==> src/hdl/idec_defines.svh <==
`ifndef IDEC_DEFINES_SVH
`define IDEC_DEFINES_SVH

`define IDEC_XLEN      32
`define IDEC_RA        5
`define IDEC_LINK_REG  5'd31

// instruction fields
`define IDEC_F_OPC     31:26
`define IDEC_F_RS      25:21
`define IDEC_F_RT      20:16
`define IDEC_F_RD      15:11
`define IDEC_F_SHAMT   10:6
`define IDEC_F_FUNCT   5:0
`define IDEC_F_IMM     15:0
`define IDEC_F_ADDR    25:0

// primary opcodes
`define OPC_SPECIAL    6'h00
`define OPC_REGIMM     6'h01
`define OPC_J          6'h02
`define OPC_JAL        6'h03
`define OPC_BEQ        6'h04
`define OPC_BNE        6'h05
`define OPC_BLEZ       6'h06
`define OPC_BGTZ       6'h07
`define OPC_ADDI       6'h08
`define OPC_ADDIU      6'h09
`define OPC_SLTI       6'h0a
`define OPC_SLTIU      6'h0b
`define OPC_ANDI       6'h0c
`define OPC_ORI        6'h0d
`define OPC_XORI       6'h0e
`define OPC_LUI        6'h0f
`define OPC_LB         6'h20
`define OPC_LH         6'h21
`define OPC_LW         6'h23
`define OPC_LBU        6'h24
`define OPC_LHU        6'h25
`define OPC_SB         6'h28
`define OPC_SH         6'h29
`define OPC_SW         6'h2b

// regimm rt codes
`define OPC_RT_BLTZ    5'h00
`define OPC_RT_BGEZ    5'h01
`define OPC_RT_BLTZAL  5'h10
`define OPC_RT_BGEZAL  5'h11

// special funct codes
`define FN_SLL         6'd0
`define FN_SRL         6'd2
`define FN_SRA         6'd3
`define FN_SLLV        6'd4
`define FN_SRLV        6'd6
`define FN_SRAV        6'd7
`define FN_JR          6'd8
`define FN_JALR        6'd9
`define FN_ADD         6'd32
`define FN_ADDU        6'd33
`define FN_SUB         6'd34
`define FN_SUBU        6'd35
`define FN_AND         6'd36
`define FN_OR          6'd37
`define FN_XOR         6'd38
`define FN_NOR         6'd39
`define FN_SLT         6'd42
`define FN_SLTU        6'd43

`endif

==> src/hdl/idec_pkg.sv <==
`include "idec_defines.svh"

package idec_pkg;

  typedef enum logic [3:0] {
    OP_PASS_A,
    OP_ADD,
    OP_SUB,
    OP_AND,
    OP_OR,
    OP_XOR,
    OP_NOR,
    OP_SLL,
    OP_SRL,
    OP_SRA,
    OP_LUI
  } alu_op_t;

  typedef enum logic {
    RES_ALU,
    RES_SET
  } alu_res_t;

  typedef enum logic [1:0] {
    OP_LS_WORD,
    OP_LS_HALFWORD,
    OP_LS_BYTE
  } ls_op_t;

  typedef enum logic [2:0] {
    COND_UNCONDITIONAL,
    COND_EQ,
    COND_NE,
    COND_LT,
    COND_GE,
    COND_LE,
    COND_GT
  } cond_t;

  typedef enum logic [1:0] {
    FWD_NONE,
    FWD_FROM_EXMEM,
    FWD_FROM_MEMWB,
    FWD_FROM_MEMWB_LATE
  } fwd_t;

  typedef struct packed {
    logic [`IDEC_RA-1:0] num;
    logic                valid;
  } src_t;

  typedef struct packed {
    logic                alu_inst;
    logic                load_inst;
    logic                store_inst;
    logic                jmp_inst;
    logic                branch_inst;
    alu_op_t             alu_op;
    alu_res_t            alu_res_sel;
    logic                alu_set_u;
    ls_op_t              ls_op;
    logic                ls_sext;
    cond_t               branch_cond;
    logic [`IDEC_RA-1:0] dest_reg;
    logic                dest_reg_valid;
    logic                b_need_late;    // B only needed in MEM
    src_t                a_src;
    src_t                b_src;
    logic [`IDEC_RA-1:0] shamt;
  } dec_ctrl_t;

  typedef struct packed {
    logic [`IDEC_XLEN-1:0] a;
    logic [`IDEC_XLEN-1:0] b;
    logic [`IDEC_XLEN-1:0] imm;
    logic                  imm_valid;
    fwd_t                  a_fwd;
    fwd_t                  b_fwd;
  } opnd_t;

endpackage

==> src/hdl/hazard_unit.sv <==
`timescale 1ns/1ns

module hazard_unit import idec_pkg::*; (
  input  src_t a_src,
  input  src_t b_src,
  input  logic b_need_late,
  input  src_t ex_dest,
  input  src_t mem_dest,
  input  logic ex_load,
  output fwd_t a_fwd,
  output fwd_t b_fwd,
  output logic stall
);

  logic a_hit_ex;
  logic a_hit_mem;
  logic b_hit_ex;
  logic b_hit_mem;

  assign a_hit_ex  = a_src.valid && ex_dest.valid && (a_src.num == ex_dest.num);
  assign a_hit_mem = a_src.valid && mem_dest.valid && (a_src.num == mem_dest.num);
  assign b_hit_ex  = b_src.valid && ex_dest.valid && (b_src.num == ex_dest.num);
  assign b_hit_mem = b_src.valid && mem_dest.valid && (b_src.num == mem_dest.num);

  // younger producer wins
  assign a_fwd = a_hit_ex  ? FWD_FROM_EXMEM :
                 a_hit_mem ? FWD_FROM_MEMWB :
                             FWD_NONE;

  // store data can catch the load result one stage later
  assign b_fwd = b_hit_ex  ? (ex_load ? FWD_FROM_MEMWB_LATE : FWD_FROM_EXMEM) :
                 b_hit_mem ? FWD_FROM_MEMWB :
                             FWD_NONE;

  assign stall = ex_load && (a_hit_ex || (b_hit_ex && !b_need_late));

  a_stall_needs_load: assert final (!stall || (ex_load && ex_dest.valid));

endmodule

==> src/hdl/idec.sv <==
`timescale 1ns/1ns
`include "idec_defines.svh"

module idec import idec_pkg::*; (
  input  logic                  clk,
  input  logic                  rst_n,
  input  logic [`IDEC_XLEN-1:0] inst_word,
  input  logic [`IDEC_XLEN-1:0] pc_plus_4,
  input  logic [`IDEC_XLEN-1:0] rd_data1,
  input  logic [`IDEC_XLEN-1:0] rd_data2,
  input  src_t                  ex_dest,
  input  src_t                  mem_dest,
  input  logic                  ex_load,
  output logic [`IDEC_RA-1:0]   rd_addr1,
  output logic [`IDEC_RA-1:0]   rd_addr2,
  output logic                  stall,
  output dec_ctrl_t             ctrl,
  output opnd_t                 opnd
);

  dec_ctrl_t             dec_ctrl;
  logic                  imm_sext;
  logic                  imm_valid;
  logic [`IDEC_XLEN-1:0] imm;
  fwd_t                  a_fwd;
  fwd_t                  b_fwd;
  opnd_t                 opnd_d;

  assign rd_addr1 = dec_ctrl.a_src.num;  // rs
  assign rd_addr2 = dec_ctrl.b_src.num;  // rt

  assign opnd_d = '{a: rd_data1, b: rd_data2, imm: imm, imm_valid: imm_valid,
                    a_fwd: a_fwd, b_fwd: b_fwd};

  inst_decoder inst_decoder_i (
    .inst_word (inst_word),
    .ctrl      (dec_ctrl),
    .imm_sext  (imm_sext),
    .imm_valid (imm_valid)
  );

  imm_gen imm_gen_i (
    .inst_word (inst_word),
    .pc_plus_4 (pc_plus_4),
    .jmp       (dec_ctrl.jmp_inst),
    .branch    (dec_ctrl.branch_inst),
    .sext      (imm_sext),
    .imm       (imm)
  );

  hazard_unit hazard_unit_i (
    .a_src       (dec_ctrl.a_src),
    .b_src       (dec_ctrl.b_src),
    .b_need_late (dec_ctrl.b_need_late),
    .ex_dest     (ex_dest),
    .mem_dest    (mem_dest),
    .ex_load     (ex_load),
    .a_fwd       (a_fwd),
    .b_fwd       (b_fwd),
    .stall       (stall)
  );

  stage_reg #(.payload_t(dec_ctrl_t)) ctrl_reg_i (
    .clk    (clk),
    .rst_n  (rst_n),
    .bubble (stall),
    .d      (dec_ctrl),
    .q      (ctrl)
  );

  stage_reg #(.payload_t(opnd_t)) opnd_reg_i (
    .clk    (clk),
    .rst_n  (rst_n),
    .bubble (stall),
    .d      (opnd_d),
    .q      (opnd)
  );

endmodule

==> src/hdl/imm_gen.sv <==
`timescale 1ns/1ns
`include "idec_defines.svh"

module imm_gen (
  input  logic [`IDEC_XLEN-1:0] inst_word,
  input  logic [`IDEC_XLEN-1:0] pc_plus_4,
  input  logic                  jmp,
  input  logic                  branch,
  input  logic                  sext,
  output logic [`IDEC_XLEN-1:0] imm
);

  logic [15:0] imm16;
  logic [25:0] addr;

  assign imm16 = inst_word[`IDEC_F_IMM];
  assign addr  = inst_word[`IDEC_F_ADDR];

  always_comb begin
    if (jmp)
      imm = {pc_plus_4[`IDEC_XLEN-1 -: 4], addr, 2'b00};  // same 256M region
    else if (branch)
      imm = pc_plus_4 + {{(`IDEC_XLEN-18){imm16[15]}}, imm16, 2'b00};
    else if (sext)
      imm = {{(`IDEC_XLEN-16){imm16[15]}}, imm16};
    else
      imm = {{(`IDEC_XLEN-16){1'b0}}, imm16};
  end

endmodule

==> src/hdl/inst_decoder.sv <==
`timescale 1ns/1ns
`include "idec_defines.svh"

module inst_decoder import idec_pkg::*; (
  input  logic [`IDEC_XLEN-1:0] inst_word,
  output dec_ctrl_t             ctrl,
  output logic                  imm_sext,
  output logic                  imm_valid
);

  logic [5:0]          opc;
  logic [5:0]          funct;
  logic [`IDEC_RA-1:0] rs;
  logic [`IDEC_RA-1:0] rt;
  logic [`IDEC_RA-1:0] rd;
  logic [`IDEC_RA-1:0] shamt;

  assign opc   = inst_word[`IDEC_F_OPC];
  assign funct = inst_word[`IDEC_F_FUNCT];
  assign rs    = inst_word[`IDEC_F_RS];
  assign rt    = inst_word[`IDEC_F_RT];
  assign rd    = inst_word[`IDEC_F_RD];
  assign shamt = inst_word[`IDEC_F_SHAMT];

  always_comb begin
    ctrl                = '0;  // pass A, word, unconditional
    ctrl.a_src.num      = rs;
    ctrl.b_src.num      = rt;
    ctrl.dest_reg       = rt;
    ctrl.dest_reg_valid = 1'b1;
    imm_sext            = 1'b0;
    imm_valid           = 1'b1;   // I-format unless told otherwise

    case (opc)
      `OPC_SPECIAL: begin
        imm_valid        = 1'b0;
        ctrl.dest_reg    = rd;
        ctrl.shamt       = shamt;
        ctrl.alu_inst    = 1'b1;
        ctrl.a_src.valid = 1'b1;
        ctrl.b_src.valid = 1'b1;
        case (funct)
          `FN_SLL, `FN_SLLV: ctrl.alu_op = OP_SLL;
          `FN_SRL, `FN_SRLV: ctrl.alu_op = OP_SRL;
          `FN_SRA, `FN_SRAV: ctrl.alu_op = OP_SRA;
          `FN_ADD, `FN_ADDU: ctrl.alu_op = OP_ADD;
          `FN_SUB, `FN_SUBU: ctrl.alu_op = OP_SUB;
          `FN_AND:           ctrl.alu_op = OP_AND;
          `FN_OR:            ctrl.alu_op = OP_OR;
          `FN_XOR:           ctrl.alu_op = OP_XOR;
          `FN_NOR:           ctrl.alu_op = OP_NOR;
          `FN_SLT, `FN_SLTU: begin
            ctrl.alu_op      = OP_SUB;
            ctrl.alu_res_sel = RES_SET;
            ctrl.alu_set_u   = funct[0];  // sltu
          end
          `FN_JR, `FN_JALR: begin
            ctrl.alu_inst       = 1'b0;
            ctrl.jmp_inst       = 1'b1;
            ctrl.b_src.valid    = 1'b0;
            ctrl.dest_reg_valid = funct[0];  // jalr links via rd
          end
          default: begin
            ctrl.alu_inst       = 1'b0;
            ctrl.a_src.valid    = 1'b0;
            ctrl.b_src.valid    = 1'b0;
            ctrl.dest_reg_valid = 1'b0;
          end
        endcase
        // constant shifts take no rs
        if (funct == `FN_SLL || funct == `FN_SRL || funct == `FN_SRA)
          ctrl.a_src.valid = 1'b0;
      end

      `OPC_REGIMM: begin
        ctrl.branch_inst    = 1'b1;
        ctrl.a_src.valid    = 1'b1;
        ctrl.dest_reg       = `IDEC_LINK_REG;
        ctrl.dest_reg_valid = rt[4];  // the -al forms
        case (rt)
          `OPC_RT_BLTZ, `OPC_RT_BLTZAL: ctrl.branch_cond = COND_LT;
          `OPC_RT_BGEZ, `OPC_RT_BGEZAL: ctrl.branch_cond = COND_GE;
          default: begin
            ctrl.branch_inst    = 1'b0;
            ctrl.a_src.valid    = 1'b0;
            ctrl.dest_reg_valid = 1'b0;
          end
        endcase
      end

      `OPC_J: begin
        ctrl.jmp_inst       = 1'b1;
        ctrl.dest_reg_valid = 1'b0;
      end

      `OPC_JAL: begin
        ctrl.jmp_inst = 1'b1;
        ctrl.dest_reg = `IDEC_LINK_REG;
      end

      `OPC_BEQ, `OPC_BNE, `OPC_BLEZ, `OPC_BGTZ: begin
        ctrl.branch_inst    = 1'b1;
        ctrl.dest_reg_valid = 1'b0;
        ctrl.a_src.valid    = 1'b1;
        ctrl.b_src.valid    = !opc[1];  // blez/bgtz compare to zero
        case (opc[1:0])
          2'b00:   ctrl.branch_cond = COND_EQ;
          2'b01:   ctrl.branch_cond = COND_NE;
          2'b10:   ctrl.branch_cond = COND_LE;
          default: ctrl.branch_cond = COND_GT;
        endcase
      end

      `OPC_ADDI, `OPC_ADDIU: begin
        ctrl.alu_inst    = 1'b1;
        ctrl.alu_op      = OP_ADD;
        ctrl.a_src.valid = 1'b1;
        imm_sext         = 1'b1;
      end

      `OPC_SLTI, `OPC_SLTIU: begin
        ctrl.alu_inst    = 1'b1;
        ctrl.alu_op      = OP_SUB;
        ctrl.alu_res_sel = RES_SET;
        ctrl.alu_set_u   = opc[0];
        ctrl.a_src.valid = 1'b1;
        imm_sext         = 1'b1;
      end

      `OPC_ANDI, `OPC_ORI, `OPC_XORI: begin
        ctrl.alu_inst    = 1'b1;
        ctrl.a_src.valid = 1'b1;
        case (opc[1:0])
          2'b00:   ctrl.alu_op = OP_AND;
          2'b01:   ctrl.alu_op = OP_OR;
          default: ctrl.alu_op = OP_XOR;
        endcase
      end

      `OPC_LUI: begin
        ctrl.alu_inst = 1'b1;
        ctrl.alu_op   = OP_LUI;
      end

      `OPC_LB, `OPC_LH, `OPC_LW, `OPC_LBU, `OPC_LHU,
      `OPC_SB, `OPC_SH, `OPC_SW: begin
        ctrl.alu_op         = OP_ADD;  // base + offset
        ctrl.a_src.valid    = 1'b1;
        imm_sext            = 1'b1;
        ctrl.load_inst      = !opc[3];
        ctrl.store_inst     = opc[3];
        ctrl.b_src.valid    = opc[3];
        ctrl.b_need_late    = opc[3];  // store data is read in MEM
        ctrl.dest_reg_valid = !opc[3];
        ctrl.ls_sext        = !opc[3] && (opc[2:1] == 2'b00);  // lb, lh
        case (opc[1:0])
          2'b00:   ctrl.ls_op = OP_LS_BYTE;
          2'b01:   ctrl.ls_op = OP_LS_HALFWORD;
          default: ctrl.ls_op = OP_LS_WORD;
        endcase
      end

      default: ctrl.dest_reg_valid = 1'b0;
    endcase

    // $0 is never written nor forwarded
    if (ctrl.dest_reg == '0)
      ctrl.dest_reg_valid = 1'b0;
  end

  a_class_onehot: assert final ($onehot0({ctrl.alu_inst, ctrl.load_inst, ctrl.store_inst,
                                          ctrl.jmp_inst, ctrl.branch_inst}));

endmodule

==> src/hdl/stage_reg.sv <==
`timescale 1ns/1ns

module stage_reg #(
  parameter type payload_t = logic
) (
  input  logic     clk,
  input  logic     rst_n,
  input  logic     bubble,
  input  payload_t d,
  output payload_t q
);

  always_ff @(posedge clk) begin
    if (!rst_n || bubble)
      q <= '0;  // bubble leaves nothing valid downstream
    else
      q <= d;
  end

  a_bubble_zero: assert property (
    @(posedge clk) disable iff (!rst_n)
    bubble |=> (q == '0)
  );

endmodule

==> config.mk <==
export PLATFORM = sky130hd
export DESIGN_NAME = idec
export DESIGN_NICKNAME = d
export VERILOG_FILES = /design/src/hdl/idec_pkg.sv /design/src/hdl/hazard_unit.sv /design/src/hdl/idec.sv /design/src/hdl/imm_gen.sv /design/src/hdl/inst_decoder.sv /design/src/hdl/stage_reg.sv
export VERILOG_INCLUDE_DIRS = /design/src /design/src/hdl
export SDC_FILE = /design/constraint.sdc
export NUM_CORES = 1
export LEC_CHECK = 0
export BUFFER_PORTS_ARGS = -buffer_cell sky130_fd_sc_hd__buf_2
export CAP_MARGIN = 25
export CELL_PAD_IN_SITES_DETAIL_PLACEMENT = 1
export CELL_PAD_IN_SITES_GLOBAL_PLACEMENT = 1
export CORE_ASPECT_RATIO = 1.4
export CORE_MARGIN = 3
export CORE_UTILIZATION = 39
export CTS_CLUSTER_DIAMETER = 60
export DETAILED_ROUTE_END_ITERATION = 6
export GPL_TIMING_DRIVEN = 0
export PLACE_DENSITY = 0.93
export SETUP_SLACK_MARGIN = 0.15
export SLEW_MARGIN = 20
export SYNTH_ARGS = -nofsm -noshare
export SYNTH_HDL_FRONTEND = slang
export SYNTH_HIERARCHICAL = 1
export SYNTH_SLANG_ARGS = --single-unit
==> constraint.sdc <==
create_clock -name clk -period 4.1 [get_ports clk]
set_input_delay 0.205 -clock clk [delete_from_list [all_inputs] [get_ports clk]]
set_output_delay 0.205 -clock clk [all_outputs]
set_load 0.02 [all_outputs]
==> out/metrics.csv <==
stage,metric,value,unit
synth,Synth Area per Inst,9.43,sq um
die,die area,21400,sq um
routing,1st-iter DRT viols,297,
routing,routed via count,7582,
flow_run,max-cap viol count,0,
cells_and_area,NumNets Final,1300,
sta,Pins Over Slew Limit,0,
cells_and_area,Area Growth Syn to Fin,31.8,%
global_route,vias in the first global route,8090,
power,Leak Pwr,5.17,nW
clock_tree,Num CTS Buffers,17,
synth,syn_nets,985,
worst_setup_path,"slowest stage delay, CP",650,ps
placed_design,GP Congestion,0.896,
routing,final wirelength,31000,microns
clock_tree,CTS H-tree lvls,4,
synth,Main synth FF type,dfxtp_1,
worst_setup_path,critical path launch point type,primary input,
die,Die Y,172,microns
die,row cnt,60,
sta,Final setup viols,0,
global_route,largest net degree at the start of global routing,22,
sta,fmax,0.310,GHz
worst_setup_path,crit-path cells,buf_2 > clkbuf_1 > nand2_1 > or2_2 > o211ai_1 > nand4_1 > o2bb2ai_1 > buf_2,
power,worst vdd ir,0.000268,V
sta,slew margin rel.,35.5,%
routing,drt drc,0,
placed_design,DP HPWL,24300,microns
worst_setup_path,Crit. End Element,output port,
global_route,initial antenna violation count,5,
synth,part of the Yosys area used for sequential elements,37.1,%
worst_setup_path,CP bufs+invs,3,
routing,Routed Antenna Nets,0,
clock_tree,TritonCTS clock tree,yes,
clock_tree,Root Buffer,clkbuf_16,
sta,RSZ-0062 raised after global routing,no,
routing,routed vias/inst,5.44,
synth,Synth async-reset ratio,0,%
routing,DR WL/cell,22.3,microns
sta,final cycle utilization of the critical path,78.7,%
synth,"EDFF count, synth",0,
clock_tree,Clock Sinks,142,
die,Initial Util,39.9,%
cells_and_area,"commonest non-fill, non-tap cell in the layout",buf_2,
worst_setup_path,CP max-delay cell,o2bb2ai_1,
worst_setup_path,worst path required time,3890,ps
hold_path,Worst Hold Class,primary input to flop,
worst_setup_path,CP top delay family,compound AO/OA/AOI/OAI gates,
synth,yosys warns,6,
sta,setup TNS,0,ps
die,I/O pin total,296,
outcome,outcome,"complete, no violations",
worst_setup_path,WP data arrival,3020,ps
sta,final hold vios,0,
synth,Syn Std Cell Area,7660,sq um
die,Core ar.,19200,sq um
clock_tree,"Clk pin slew, worst setup/hold paths",80,ps
sta,fin crit period,3230,ps
cells_and_area,"commonest cells after routing, fill and taps aside","312 x buf_2, 142 x dfxtp_1, 100 x and3b_1, 46 x a21oi_1, 42 x and3b_2",
synth,cells after synthesis,812,
routing,drt first pass iters,4,
cells_and_area,layout cells sized above 1,38.2,%
sta,worst hold slack,13.7,ps
worst_setup_path,cell mode on critical path,buf_2,
power,PD cells,380,nW/um^2
worst_setup_path,Worst Path Max Fanout,10,
global_route,first-pass GRT wire length,46300,microns
die,Die X,124,microns
worst_setup_path,critical path type,primary input to output port,
placed_design,PortBufs,292,
sta,Least-Margin Pin Slew,960,ps
synth,Yosys cell types,72,
global_route,GRT overflow,0,
global_route,Total Routing Usage GR,27.6,%
clock_tree,Post-CTS Setup Repair Bufs,0,
clock_tree,Max clock buf depth,2,
power,total power,3.84,mW
synth,synthesis-stage register bit count,142,
clock_tree,CTS resizes,0,
-- kinds of logic (layout without fill, tap and decap cells) --
logic type	after synthesis	in the layout	synth area share (%)
buffers and inverters	101	429	7.09
xor gates and xnor gates	43	43	4.92
adders and majority gates	30	30	5.00
AOI/OAI and AO/OA	162	162	14.5
and+or+nand+nor	319	319	29.4
other	0	5	0
muxes	15	15	1.98
DFF	142	142	37.1
-- routing by layer --
| layer | routed length (microns) | part of all wire (%) | GRT usage [%] | up-vias |
|---|---|---|---|---|
| li1 | - | - | - | 3534 |
| met1 | 11900 | 38 | 29.7 | 3709 |
| met2 | 16700 | 54 | 52.6 | 259 |
| met3 | 1100 | 3.5 | 4.69 | 80 |
| met4 | 1330 | 4.3 | 12.4 | 0 |
| met5 | 0 | 0 | 0 | - |
-- final timing paths --
| check | startpoint | endpoint | slack (ps) | cells past startpoint |
|---|---|---|---|---|
| setup / recovery | inst_word[28] | stall | 870 | 8 |
| hold / removal | rd_data2[15] | opnd_reg_i/q[52]$_SDFF_PP0_ | 10 | 2 |
-- synth_stat cells (3+ instances only) --
cell type | number | area, sq um
a2111oi_0 | 4 | 35.0
a211oi_1 | 5 | 37.5
a21o_1 | 20 | 150
a21oi_1 | 46 | 230
a221oi_1 | 6 | 52.6
and2_1 | 8 | 50.1
and3_1 | 6 | 37.5
and3b_1 | 100 | 876
and3b_2 | 42 | 420
buf_1 | 3 | 11.3
buf_2 | 20 | 100
buf_4 | 15 | 113
buf_6 | 11 | 124
clkbuf_1 | 19 | 71.3
dfxtp_1 | 142 | 2840
ha_1 | 29 | 363
inv_1 | 33 | 124
mux2i_1 | 14 | 140
nand2_1 | 41 | 154
nand2b_1 | 9 | 56.3
nand3_1 | 9 | 45.0
nand4_1 | 15 | 93.8
nand4b_1 | 4 | 35.0
nor2_1 | 33 | 124
nor2b_1 | 10 | 62.6
nor3_1 | 14 | 70.1
nor4_1 | 3 | 18.8
o211ai_1 | 5 | 37.5
o21ai_0 | 29 | 145
o21bai_1 | 5 | 37.5
o22a_1 | 4 | 35.0
o22ai_1 | 6 | 37.5
o32ai_1 | 4 | 35.0
or2_2 | 5 | 31.3
or4_1 | 5 | 37.5
xnor2_1 | 33 | 289
xor2_1 | 10 | 87.6
-- state kept, by name, summed over array words and instances (netlist names) --
register	flops
opnd_reg_i/q	101
ctrl_reg_i/q	41
-- stage by stage --
step	cells	instance area [sq um]	utilization, %	setup WS (ps)
after floorplan	812	7660	-	1290
after global placement	1352	9430	49.1	712
after detailed placement	1352	9430	49.1	618
after CTS	1388	10100	52.4	917
after global routing	1393	10100	52.5	652
final	1393	10100	52.5	874
-- power breakdown --
group	internal [mW]	switching, mW
Combinational	0.310	0.467
Sequential	1.45	0.0210
Clock	0.830	0.764
-- area by class of cell --
cell class | count | area, sq um
clock inverter | 15 | 184
fill | 2375 | 9130
inverter | 33 | 124
buffer | 68 | 419
sequential | 142 | 2840
clock buffer | 17 | 425
timing repair buffer | 296 | 1500
multi-input combinational | 569 | 4270
tap | 248 | 310
antenna | 5 | 12.5
-- what timing repair did --
action / CTS / global route
endpoints found under the hold margin: 4 / 0
hold buffers: 4 / 0
setup endpoints to repair: 0 / 0
Note: power is estimated with default switching activity, not from simulation.
